--- src/hdl/axi2axil_defs.svh ---
//----------------------------
// Bus widths and depths shared by the bridge
// Address is byte based, data bus is one word wide
// MAX_OUTSTANDING must be at least 4
//----------------------------

`ifndef AXI2AXIL_DEFS_SVH
`define AXI2AXIL_DEFS_SVH

// Byte address width
`define ADDR_W 12
// Data bus width and its byte strobe
`define DATA_W 32
`define STRB_W 4
// Transaction ID width
`define ID_W 4
// AXI4 burst length field width
`define LEN_W 8
// AXI4-Lite requests in flight per core, skid buffer included
`define MAX_OUTSTANDING 8

`endif

--- src/hdl/axi2axil_pkg.sv ---
//----------------------------
// Channel payloads and encodings of the bridge
// No user, lock, cache, QoS or region fields
//----------------------------

`include "axi2axil_defs.svh"

package axi2axil_pkg;

  // AXI4 burst encoding
  typedef enum logic [1:0] {
    FIXED    = 2'b00,
    INCR     = 2'b01,
    WRAP     = 2'b10,
    RESERVED = 2'b11
  } burst_t;

  // AXI response encoding
  typedef enum logic [1:0] {
    OKAY   = 2'b00,
    EXOKAY = 2'b01,
    SLVERR = 2'b10,
    DECERR = 2'b11
  } resp_t;

  //----------------------------
  // AXI4 side
  //----------------------------

  // ar and aw payload, 32 bits
  typedef struct packed {
    logic [`ADDR_W-1:0] addr;
    logic [`ID_W-1:0]   id;
    logic [`LEN_W-1:0]  len;
    logic [2:0]         size;
    burst_t             burst;
    logic [2:0]         prot;
  } axi_req_t;

  typedef struct packed {
    logic [`DATA_W-1:0] data;
    logic [`STRB_W-1:0] strb;
    logic               last;
  } axi_wdata_t;

  // Shared by r and b, b has zero data
  typedef struct packed {
    logic [`ID_W-1:0]   id;
    resp_t              resp;
    logic [`DATA_W-1:0] data;
    logic               last;
  } axi_resp_t;

  //----------------------------
  // AXI4-Lite side
  //----------------------------

  typedef struct packed {
    logic [`ADDR_W-1:0] addr;
    logic [2:0]         prot;
  } axil_req_t;

  typedef struct packed {
    logic [`DATA_W-1:0] data;
    logic [`STRB_W-1:0] strb;
  } axil_wdata_t;

  // Shared by rl and bl
  typedef struct packed {
    resp_t              resp;
    logic [`DATA_W-1:0] data;
  } axil_resp_t;

  // Label of one issued AXI4-Lite request
  typedef struct packed {
    logic [`ID_W-1:0] id;
    logic             last;
  } tracker_t;

endpackage

--- src/hdl/burst_req_reg.sv ---
//----------------------------
// Two entry buffer for one AXI4 request channel
// Low address bits below the bus width are dropped
// Output valid one cycle after a push at the earliest
//----------------------------

`timescale 1ns/1ps

`include "axi2axil_defs.svh"

module burst_req_reg
  import axi2axil_pkg::*;
(
  input  logic     clk,
  input  logic     arst_n,
  input  axi_req_t push_req,
  input  logic     push_valid,
  output logic     push_ready,
  output axi_req_t pop_req,
  output logic     pop_valid,
  input  logic     pop_ready
);

  localparam int unsigned ALIGN_BITS = $clog2(`STRB_W);

  axi_req_t   entry [2];
  axi_req_t   aligned_req;
  logic       wr_ptr;
  logic       rd_ptr;
  logic [1:0] count;
  logic       push_hs;
  logic       pop_hs;

  // Word aligned copy of the incoming request
  always_comb begin
    aligned_req = push_req;
    aligned_req.addr[ALIGN_BITS-1:0] = '0;
  end

  // Both ready and valid come straight from the count flops
  assign push_ready = (count != 2'd2);
  assign pop_valid  = (count != 2'd0);
  assign pop_req    = entry[rd_ptr];

  assign push_hs = push_valid && push_ready;
  assign pop_hs  = pop_valid && pop_ready;

  // Storage
  always_ff @(posedge clk) begin
    if (push_hs) begin
      entry[wr_ptr] <= aligned_req;
    end
  end

  always_ff @(posedge clk or negedge arst_n) begin
    if (!arst_n) begin
      wr_ptr <= 1'b0;
      rd_ptr <= 1'b0;
      count  <= 2'd0;
    end else begin
      if (push_hs) begin
        wr_ptr <= ~wr_ptr;
      end
      if (pop_hs) begin
        rd_ptr <= ~rd_ptr;
      end
      // Push and pop in the same cycle leave the count as is
      count <= count + 2'(push_hs) - 2'(pop_hs);
    end
  end

endmodule

--- src/hdl/resp_tracker_fifo.sv ---
//----------------------------
// Flop FIFO of request labels, no bypass
// Head is valid the cycle after a push
// DEPTH of 2 or more, any value
//----------------------------

`timescale 1ns/1ps

module resp_tracker_fifo
  import axi2axil_pkg::*;
#(
  parameter int unsigned DEPTH = 6
) (
  input  logic     clk,
  input  logic     arst_n,
  input  tracker_t push_data,
  input  logic     push_valid,
  output logic     push_ready,
  output tracker_t pop_data,
  output logic     pop_valid,
  input  logic     pop_ready
);

  localparam int unsigned PTR_W = $clog2(DEPTH);
  localparam int unsigned CNT_W = $clog2(DEPTH + 1);

  tracker_t         mem [DEPTH];
  logic [PTR_W-1:0] wr_ptr;
  logic [PTR_W-1:0] rd_ptr;
  logic [CNT_W-1:0] items;
  logic             push_hs;
  logic             pop_hs;

  // Full holds back the request fork
  assign push_ready = (items != CNT_W'(DEPTH));
  assign pop_valid  = (items != '0);
  assign pop_data   = mem[rd_ptr];

  assign push_hs = push_valid && push_ready;
  assign pop_hs  = pop_valid && pop_ready;

  always_ff @(posedge clk) begin
    if (push_hs) begin
      mem[wr_ptr] <= push_data;
    end
  end

  //----------------------------
  // Pointers and item count
  //----------------------------
  always_ff @(posedge clk or negedge arst_n) begin
    if (!arst_n) begin
      wr_ptr <= '0;
      rd_ptr <= '0;
      items  <= '0;
    end else begin
      // Pointers wrap at DEPTH, which need not be a power of two
      if (push_hs) begin
        wr_ptr <= (wr_ptr == PTR_W'(DEPTH - 1)) ? '0 : wr_ptr + 1'b1;
      end
      if (pop_hs) begin
        rd_ptr <= (rd_ptr == PTR_W'(DEPTH - 1)) ? '0 : rd_ptr + 1'b1;
      end
      items <= items + CNT_W'(push_hs) - CNT_W'(pop_hs);
    end
  end

endmodule

--- src/hdl/axi2axil_core.sv ---
//----------------------------
// One direction of the bridge, IS_READ picks read or write
// Responses come back in request order, no ID reordering
// Write data is not checked against the burst length
//----------------------------

`timescale 1ns/1ps

`include "axi2axil_defs.svh"

module axi2axil_core
  import axi2axil_pkg::*;
#(
  parameter bit IS_READ = 1'b1
) (
  input  logic        clk,
  input  logic        arst_n,
  input  axi_req_t    axi_req,
  input  logic        axi_req_valid,
  output logic        axi_req_ready,
  input  axi_wdata_t  axi_wdata,
  input  logic        axi_wdata_valid,
  output logic        axi_wdata_ready,
  output axi_resp_t   axi_resp,
  output logic        axi_resp_valid,
  input  logic        axi_resp_ready,
  output axil_req_t   axil_req,
  output logic        axil_req_valid,
  input  logic        axil_req_ready,
  output axil_wdata_t axil_wdata,
  output logic        axil_wdata_valid,
  input  logic        axil_wdata_ready,
  input  axil_resp_t  axil_resp,
  input  logic        axil_resp_valid,
  output logic        axil_resp_ready
);

  // Skid buffer holds two of the outstanding requests
  localparam int unsigned TRK_DEPTH = `MAX_OUTSTANDING - 2;

  axi_req_t           cur_req;
  logic               cur_valid;
  logic               cur_ready;
  logic [`LEN_W-1:0]  beat_cnt;
  logic               last_beat;
  logic               req_done;
  logic               trk_done;
  logic               req_hs;
  logic               trk_push_hs;
  logic               beat_adv;
  tracker_t           trk_push;
  logic               trk_push_valid;
  logic               trk_push_ready;
  tracker_t           trk_head;
  logic               trk_pop_valid;
  logic               trk_pop_ready;
  logic               join_valid;
  logic               join_ready;

  // Address of beat idx for FIXED, INCR and WRAP
  function automatic logic [`ADDR_W-1:0] beat_addr(input axi_req_t req,
                                                  input logic [`LEN_W-1:0] idx);
    logic [`ADDR_W-1:0] incr_addr;
    logic [`ADDR_W-1:0] wrap_mask;
    incr_addr = req.addr + (`ADDR_W'(idx) << req.size);
    // Wrap size is (len+1) << size bytes
    wrap_mask = ((`ADDR_W'(req.len) + 1'b1) << req.size) - 1'b1;
    case (req.burst)
      INCR:    beat_addr = incr_addr;
      WRAP:    beat_addr = (req.addr & ~wrap_mask) | (incr_addr & wrap_mask);
      default: beat_addr = req.addr;
    endcase
  endfunction

  burst_req_reg i_req_reg (
    .clk        (clk),
    .arst_n     (arst_n),
    .push_req   (axi_req),
    .push_valid (axi_req_valid),
    .push_ready (axi_req_ready),
    .pop_req    (cur_req),
    .pop_valid  (cur_valid),
    .pop_ready  (cur_ready)
  );

  //----------------------------
  // Request fork
  //----------------------------
  // Each branch drops valid once it has transferred this beat
  assign axil_req_valid = cur_valid && !req_done;
  assign trk_push_valid = cur_valid && !trk_done;
  assign req_hs         = axil_req_valid && axil_req_ready;
  assign trk_push_hs    = trk_push_valid && trk_push_ready;

  // Beat is finished when both branches are through
  assign beat_adv  = cur_valid && (req_done || req_hs) && (trk_done || trk_push_hs);
  assign last_beat = (beat_cnt == cur_req.len);
  // Burst leaves the buffer with its last beat
  assign cur_ready = beat_adv && last_beat;

  assign axil_req = '{addr: beat_addr(cur_req, beat_cnt), prot: cur_req.prot};
  assign trk_push = '{id: cur_req.id, last: last_beat};

  always_ff @(posedge clk or negedge arst_n) begin
    if (!arst_n) begin
      beat_cnt <= '0;
      req_done <= 1'b0;
      trk_done <= 1'b0;
    end else if (beat_adv) begin
      beat_cnt <= last_beat ? '0 : beat_cnt + 1'b1;
      req_done <= 1'b0;
      trk_done <= 1'b0;
    end else begin
      // Remember a branch that went ahead of the other
      if (req_hs) begin
        req_done <= 1'b1;
      end
      if (trk_push_hs) begin
        trk_done <= 1'b1;
      end
    end
  end

  resp_tracker_fifo #(
    .DEPTH (TRK_DEPTH)
  ) i_tracker (
    .clk        (clk),
    .arst_n     (arst_n),
    .push_data  (trk_push),
    .push_valid (trk_push_valid),
    .push_ready (trk_push_ready),
    .pop_data   (trk_head),
    .pop_valid  (trk_pop_valid),
    .pop_ready  (trk_pop_ready)
  );

  //----------------------------
  // Response join
  //----------------------------
  // Lite response and tracker head are taken together
  assign join_valid      = axil_resp_valid && trk_pop_valid;
  assign axil_resp_ready = trk_pop_valid && join_ready;
  assign trk_pop_ready   = axil_resp_valid && join_ready;

  if (IS_READ) begin : g_read
    // Every Lite response becomes one r beat
    assign join_ready     = axi_resp_ready;
    assign axi_resp_valid = join_valid;
    assign axi_resp       = '{id: trk_head.id, resp: axil_resp.resp,
                              data: axil_resp.data, last: trk_head.last};
    // No write data on the read side
    assign axil_wdata       = '0;
    assign axil_wdata_valid = 1'b0;
    assign axi_wdata_ready  = 1'b0;
  end else begin : g_write
    resp_t first_err;
    logic  join_hs;

    // Inner beats are swallowed, only the last one waits for b ready
    assign join_ready     = !trk_head.last || axi_resp_ready;
    assign axi_resp_valid = join_valid && trk_head.last;
    assign join_hs        = join_valid && join_ready;

    // First error of the burst wins over later codes
    always_ff @(posedge clk or negedge arst_n) begin
      if (!arst_n) begin
        first_err <= OKAY;
      end else if (join_hs) begin
        if (trk_head.last) begin
          first_err <= OKAY;
        end else if (first_err == OKAY) begin
          first_err <= axil_resp.resp;
        end
      end
    end

    assign axi_resp = '{id: trk_head.id,
                        resp: (first_err != OKAY) ? first_err : axil_resp.resp,
                        data: '0, last: 1'b1};

    // Write data goes straight across
    assign axil_wdata       = '{data: axi_wdata.data, strb: axi_wdata.strb};
    assign axil_wdata_valid = axi_wdata_valid;
    assign axi_wdata_ready  = axil_wdata_ready;
  end

endmodule

--- src/hdl/axi2axil_bridge.sv ---
//----------------------------
// AXI4 to AXI4-Lite bridge top
// Read and write paths are independent
//----------------------------

`timescale 1ns/1ps

module axi2axil_bridge
  import axi2axil_pkg::*;
(
  input  logic        clk,
  input  logic        arst_n,
  // AXI4 subordinate side
  input  axi_req_t    ar,
  input  logic        ar_valid,
  output logic        ar_ready,
  input  axi_req_t    aw,
  input  logic        aw_valid,
  output logic        aw_ready,
  input  axi_wdata_t  w,
  input  logic        w_valid,
  output logic        w_ready,
  output axi_resp_t   r,
  output logic        r_valid,
  input  logic        r_ready,
  output axi_resp_t   b,
  output logic        b_valid,
  input  logic        b_ready,
  // AXI4-Lite manager side
  output axil_req_t   arl,
  output logic        arl_valid,
  input  logic        arl_ready,
  output axil_req_t   awl,
  output logic        awl_valid,
  input  logic        awl_ready,
  output axil_wdata_t wl,
  output logic        wl_valid,
  input  logic        wl_ready,
  input  axil_resp_t  rl,
  input  logic        rl_valid,
  output logic        rl_ready,
  input  axil_resp_t  bl,
  input  logic        bl_valid,
  output logic        bl_ready
);

  // Read path, write data ports open
  axi2axil_core #(
    .IS_READ (1'b1)
  ) i_rd_core (
    .clk              (clk),
    .arst_n           (arst_n),
    .axi_req          (ar),
    .axi_req_valid    (ar_valid),
    .axi_req_ready    (ar_ready),
    .axi_wdata        (),
    .axi_wdata_valid  (),
    .axi_wdata_ready  (),
    .axi_resp         (r),
    .axi_resp_valid   (r_valid),
    .axi_resp_ready   (r_ready),
    .axil_req         (arl),
    .axil_req_valid   (arl_valid),
    .axil_req_ready   (arl_ready),
    .axil_wdata       (),
    .axil_wdata_valid (),
    .axil_wdata_ready (),
    .axil_resp        (rl),
    .axil_resp_valid  (rl_valid),
    .axil_resp_ready  (rl_ready)
  );

  // Write path, one b per burst
  axi2axil_core #(
    .IS_READ (1'b0)
  ) i_wr_core (
    .clk              (clk),
    .arst_n           (arst_n),
    .axi_req          (aw),
    .axi_req_valid    (aw_valid),
    .axi_req_ready    (aw_ready),
    .axi_wdata        (w),
    .axi_wdata_valid  (w_valid),
    .axi_wdata_ready  (w_ready),
    .axi_resp         (b),
    .axi_resp_valid   (b_valid),
    .axi_resp_ready   (b_ready),
    .axil_req         (awl),
    .axil_req_valid   (awl_valid),
    .axil_req_ready   (awl_ready),
    .axil_wdata       (wl),
    .axil_wdata_valid (wl_valid),
    .axil_wdata_ready (wl_ready),
    .axil_resp        (bl),
    .axil_resp_valid  (bl_valid),
    .axil_resp_ready  (bl_ready)
  );

endmodule

--- config.mk ---
export PLATFORM = sky130hd
export DESIGN_NAME = axi2axil_bridge
export DESIGN_NICKNAME = d
export VERILOG_FILES = /design/src/hdl/axi2axil_pkg.sv /design/src/hdl/burst_req_reg.sv /design/src/hdl/resp_tracker_fifo.sv /design/src/hdl/axi2axil_core.sv /design/src/hdl/axi2axil_bridge.sv
export VERILOG_INCLUDE_DIRS = /design/src /design/src/hdl
export SDC_FILE = /design/constraint.sdc
export NUM_CORES = 1
export LEC_CHECK = 0
export ABC_AREA = 1
export CAP_MARGIN = 5
export CORE_ASPECT_RATIO = 1.25
export CORE_MARGIN = 5
export CORE_UTILIZATION = 45
export DETAILED_ROUTE_END_ITERATION = 10
export DONT_BUFFER_PORTS = 1
export GPL_TIMING_DRIVEN = 0
export SYNTH_ARGS = -nofsm -noshare
export SYNTH_HDL_FRONTEND = slang
export SYNTH_HIERARCHICAL = 1
export SYNTH_SLANG_ARGS = --single-unit
--- constraint.sdc ---
create_clock -name clk -period 6.8 [get_ports clk]
set_clock_uncertainty 0.2 [all_clocks]
set_input_delay 1.36 -clock clk [delete_from_list [all_inputs] [get_ports clk]]
set_output_delay 1.36 -clock clk [all_outputs]
set_load 0.05 [all_outputs]
==> impl_metrics.csv <==
group,metric,value,unit
hold_path,min-delay-start,"i_rd_core/i_req_reg/wr_ptr$_DFFE_PN0N_",
global_routing,first_global_vias,11000,
cts,numCtsBuffers,24,
critical_path,endpoint_kind,"primary output",
critical_path,path_class,"register to primary output",
floorplan,rows,73,
global_routing,grt_pass1_wl,54.8,mm
routing,drt-initial-drc-count,645,
finish,layout.nets,2084,
hold_path,min_path_type,"register to register",
finish,regArea,6610,sq um
routing,wl,34.9,mm
cts,cts_tree,"built",
floorplan,die_h,211,microns
finish,drive_gt1_share,15.4,%
sta,finalMaxSlewViolations,0,
routing,post_drt_wl_per_cell,15.2,microns
place,routabilityCongestion,0.895,
sta,setup-violations-final,0,
sta,max_slew_margin,12.9,%
critical_path,cp.required,5.24,ns
critical_path,cp_common_cell,"nand2_1",
finish,antennaDiodeCount,0,
finish,multi_input_area,6300,sq um
critical_path,critPathTopFamily,"compound AO/OA/AOI/OAI gates",
cts,clk_pin_slew,0.06,ns
cts,clock_latency,0.53,ns
global_routing,antenna_found_initial,0,
place,port-buffer-count,0,
floorplan,io_pins,335,
finish,final_common_cell,"nand2_1",
synth,synth_cells,1798,
hold_path,whs_path_depth,2,
global_routing,grt_max_degree,49,
sta,grt_setup_unrepaired,"no",
critical_path,cp.arrival,4.73,ns
sta,timing.final.hold_violations,0,
run,maxCapViolations,0,
critical_path,r2r_cells,17,
place,hpwl,27.5,mm
sta,worst_slew_pin_slew,1.30,ns
sta,fmax,159,MHz
critical_path,cp_slowest_cell,"a31oi_1",
cts,numClockSinks,228,
floorplan,start_util,45.6,%
synth,netlist_area,14500,sq um
floorplan,fp.dieW,171,microns
synth,syn_avg_cell_area,8.09,sq um
routing,routed_via_density,4.98,
critical_path,critPathMaxStageDelay,0.90,ns
finish,fin_util,50.7,%
cts,cts_root_buffer,"clkbuf_16",
cts,cts_max_path_buffers,3,
sta,finalSetupTns,0,ns
finish,most-common-layout-cells,"595 x nand2_1, 184 x inv_1, 180 x edfxtp_1",
synth,ys_warn_count,6,
critical_path,crit_path_max_fanout,19,
global_routing,globalRouteOverflowTotal,0,
critical_path,r2r-start,"i_rd_core/i_req_reg/rd_ptr$_DFFE_PN0P_",
sta,min_period,6.29,ns
global_routing,grt_use_total,18.7,%
floorplan,dieArea,36000,sq um
cts,h-tree-depth,1,
hold_path,whs_endpoint,"i_rd_core/i_req_reg/wr_ptr$_DFFE_PN0N_",
critical_path,rrSetupSlack,2.85,ns
critical_path,startpoint_type,"register",
run_status,outcome,"completed",
routing,ant_nets,0,
critical_path,cp_cell_sequence,"inv_2 > buf_2 > nand2_1 > nand2_1 > buf_6 > buf_2 > o21ai_0 > o21ai_0 > nor2_1 > ha_1 > a21oi_1 > nand2_1 > nand2_1 > nand2_1 > a21oi_1 > xnor2_1 > a21oi_1 > nand3b_1 > a31oi_1",
cts,postCtsSetupRepairBufs,0,
routing,dr_total_vias,11400,
routing,dr.pass1.iters,5,
critical_path,cp.buffers_inverters,4,
sta,fin_crit_sh,92.5,%
routing,drc,0,
critical_path,worst_r2r_endpoint,"i_rd_core/i_req_reg/count[1]$_DFF_PN0_",
finish,syn2layout_area_growth,11.2,%
finish,fill_cells,2961,
floorplan,core,31900,sq um
how the worst max path moves through the flow:
stage | depth (start not counted) | to | start
3_5_place_dp | 24 | awl[12] | i_wr_core/i_req_reg/rd_ptr$_DFFE_PN0P_
3_3_place_gp | 24 | awl[12] | i_wr_core/i_req_reg/rd_ptr$_DFFE_PN0P_
6_report | 19 | arl[8] | i_rd_core/i_req_reg/rd_ptr$_DFFE_PN0P_
2_1_floorplan | 24 | arl[12] | i_rd_core/i_req_reg/rd_ptr$_DFFE_PN0P_
4_1_cts | 19 | arl[14] | i_rd_core/i_req_reg/rd_ptr$_DFFE_PN0P_
5_1_grt | 23 | awl[12] | i_wr_core/i_req_reg/rd_ptr$_DFFE_PN0P_
state kept, by name, indices dropped and copies added (netlist names), 8 cells and up:
name	flops
i_rd_core/i_req_reg/entry	60
i_wr_core/i_tracker/mem	30
i_wr_core/beat_cnt	8
i_wr_core/i_req_reg/entry	60
i_rd_core/beat_cnt	8
i_rd_core/i_tracker/mem	30
tightest hold or removal path, cell delays in order, from the launching register on:
cell and delay, ns:
dfrtp_1 0.34, nand2_1 0.05, nand2_1 0.05
metal layers:
metal  part of all wire (%)  track usage [%]
met1                     38             21.2
met4                    2.8             6.04
met3                    6.7             3.56
met5                      0                0
met2                     52             35.2
stage by stage:
| step | worst slack (ns) | instances | area (sq um) | hold WS, ns |
|---|---|---|---|---|
| global route | 0.00409 | 2287 | 16200 | 0.282 |
| floorplan | 1.36 | 1831 | 14700 | 0.242 |
| finish | 0.511 | 2287 | 16200 | 0.275 |
| CTS | 0.0953 | 2287 | 16100 | 0.278 |
| detailed placement | 0.469 | 2245 | 15300 | 0.264 |
| global placement | 0.539 | 2243 | 15200 | 0.255 |
final cells by class:
| cell class | count | share of cell area, % |
|---|---|---|
| Clock inverter | 16 | 1.21 |
| Inverter | 203 | 4.73 |
| Timing Repair Buffer | 4 | 0.418 |
| Tap cell | 412 | 3.19 |
| Multi-Input combinational cell | 1244 | 39.0 |
| Sequential cell | 228 | 40.9 |
| Clock buffer | 26 | 3.88 |
| Buffer | 154 | 6.74 |
timing repair:
action | 4_1_cts | 5_1_grt
setup endpoints to repair | 3 | 12
resized for setup | 3 | 11
hold buffers | 0 | 0
pin swaps | 0 | 0
Power is not shown: default switching activity piles up to over one toggle a cycle in this logic, so the estimate is an artifact.
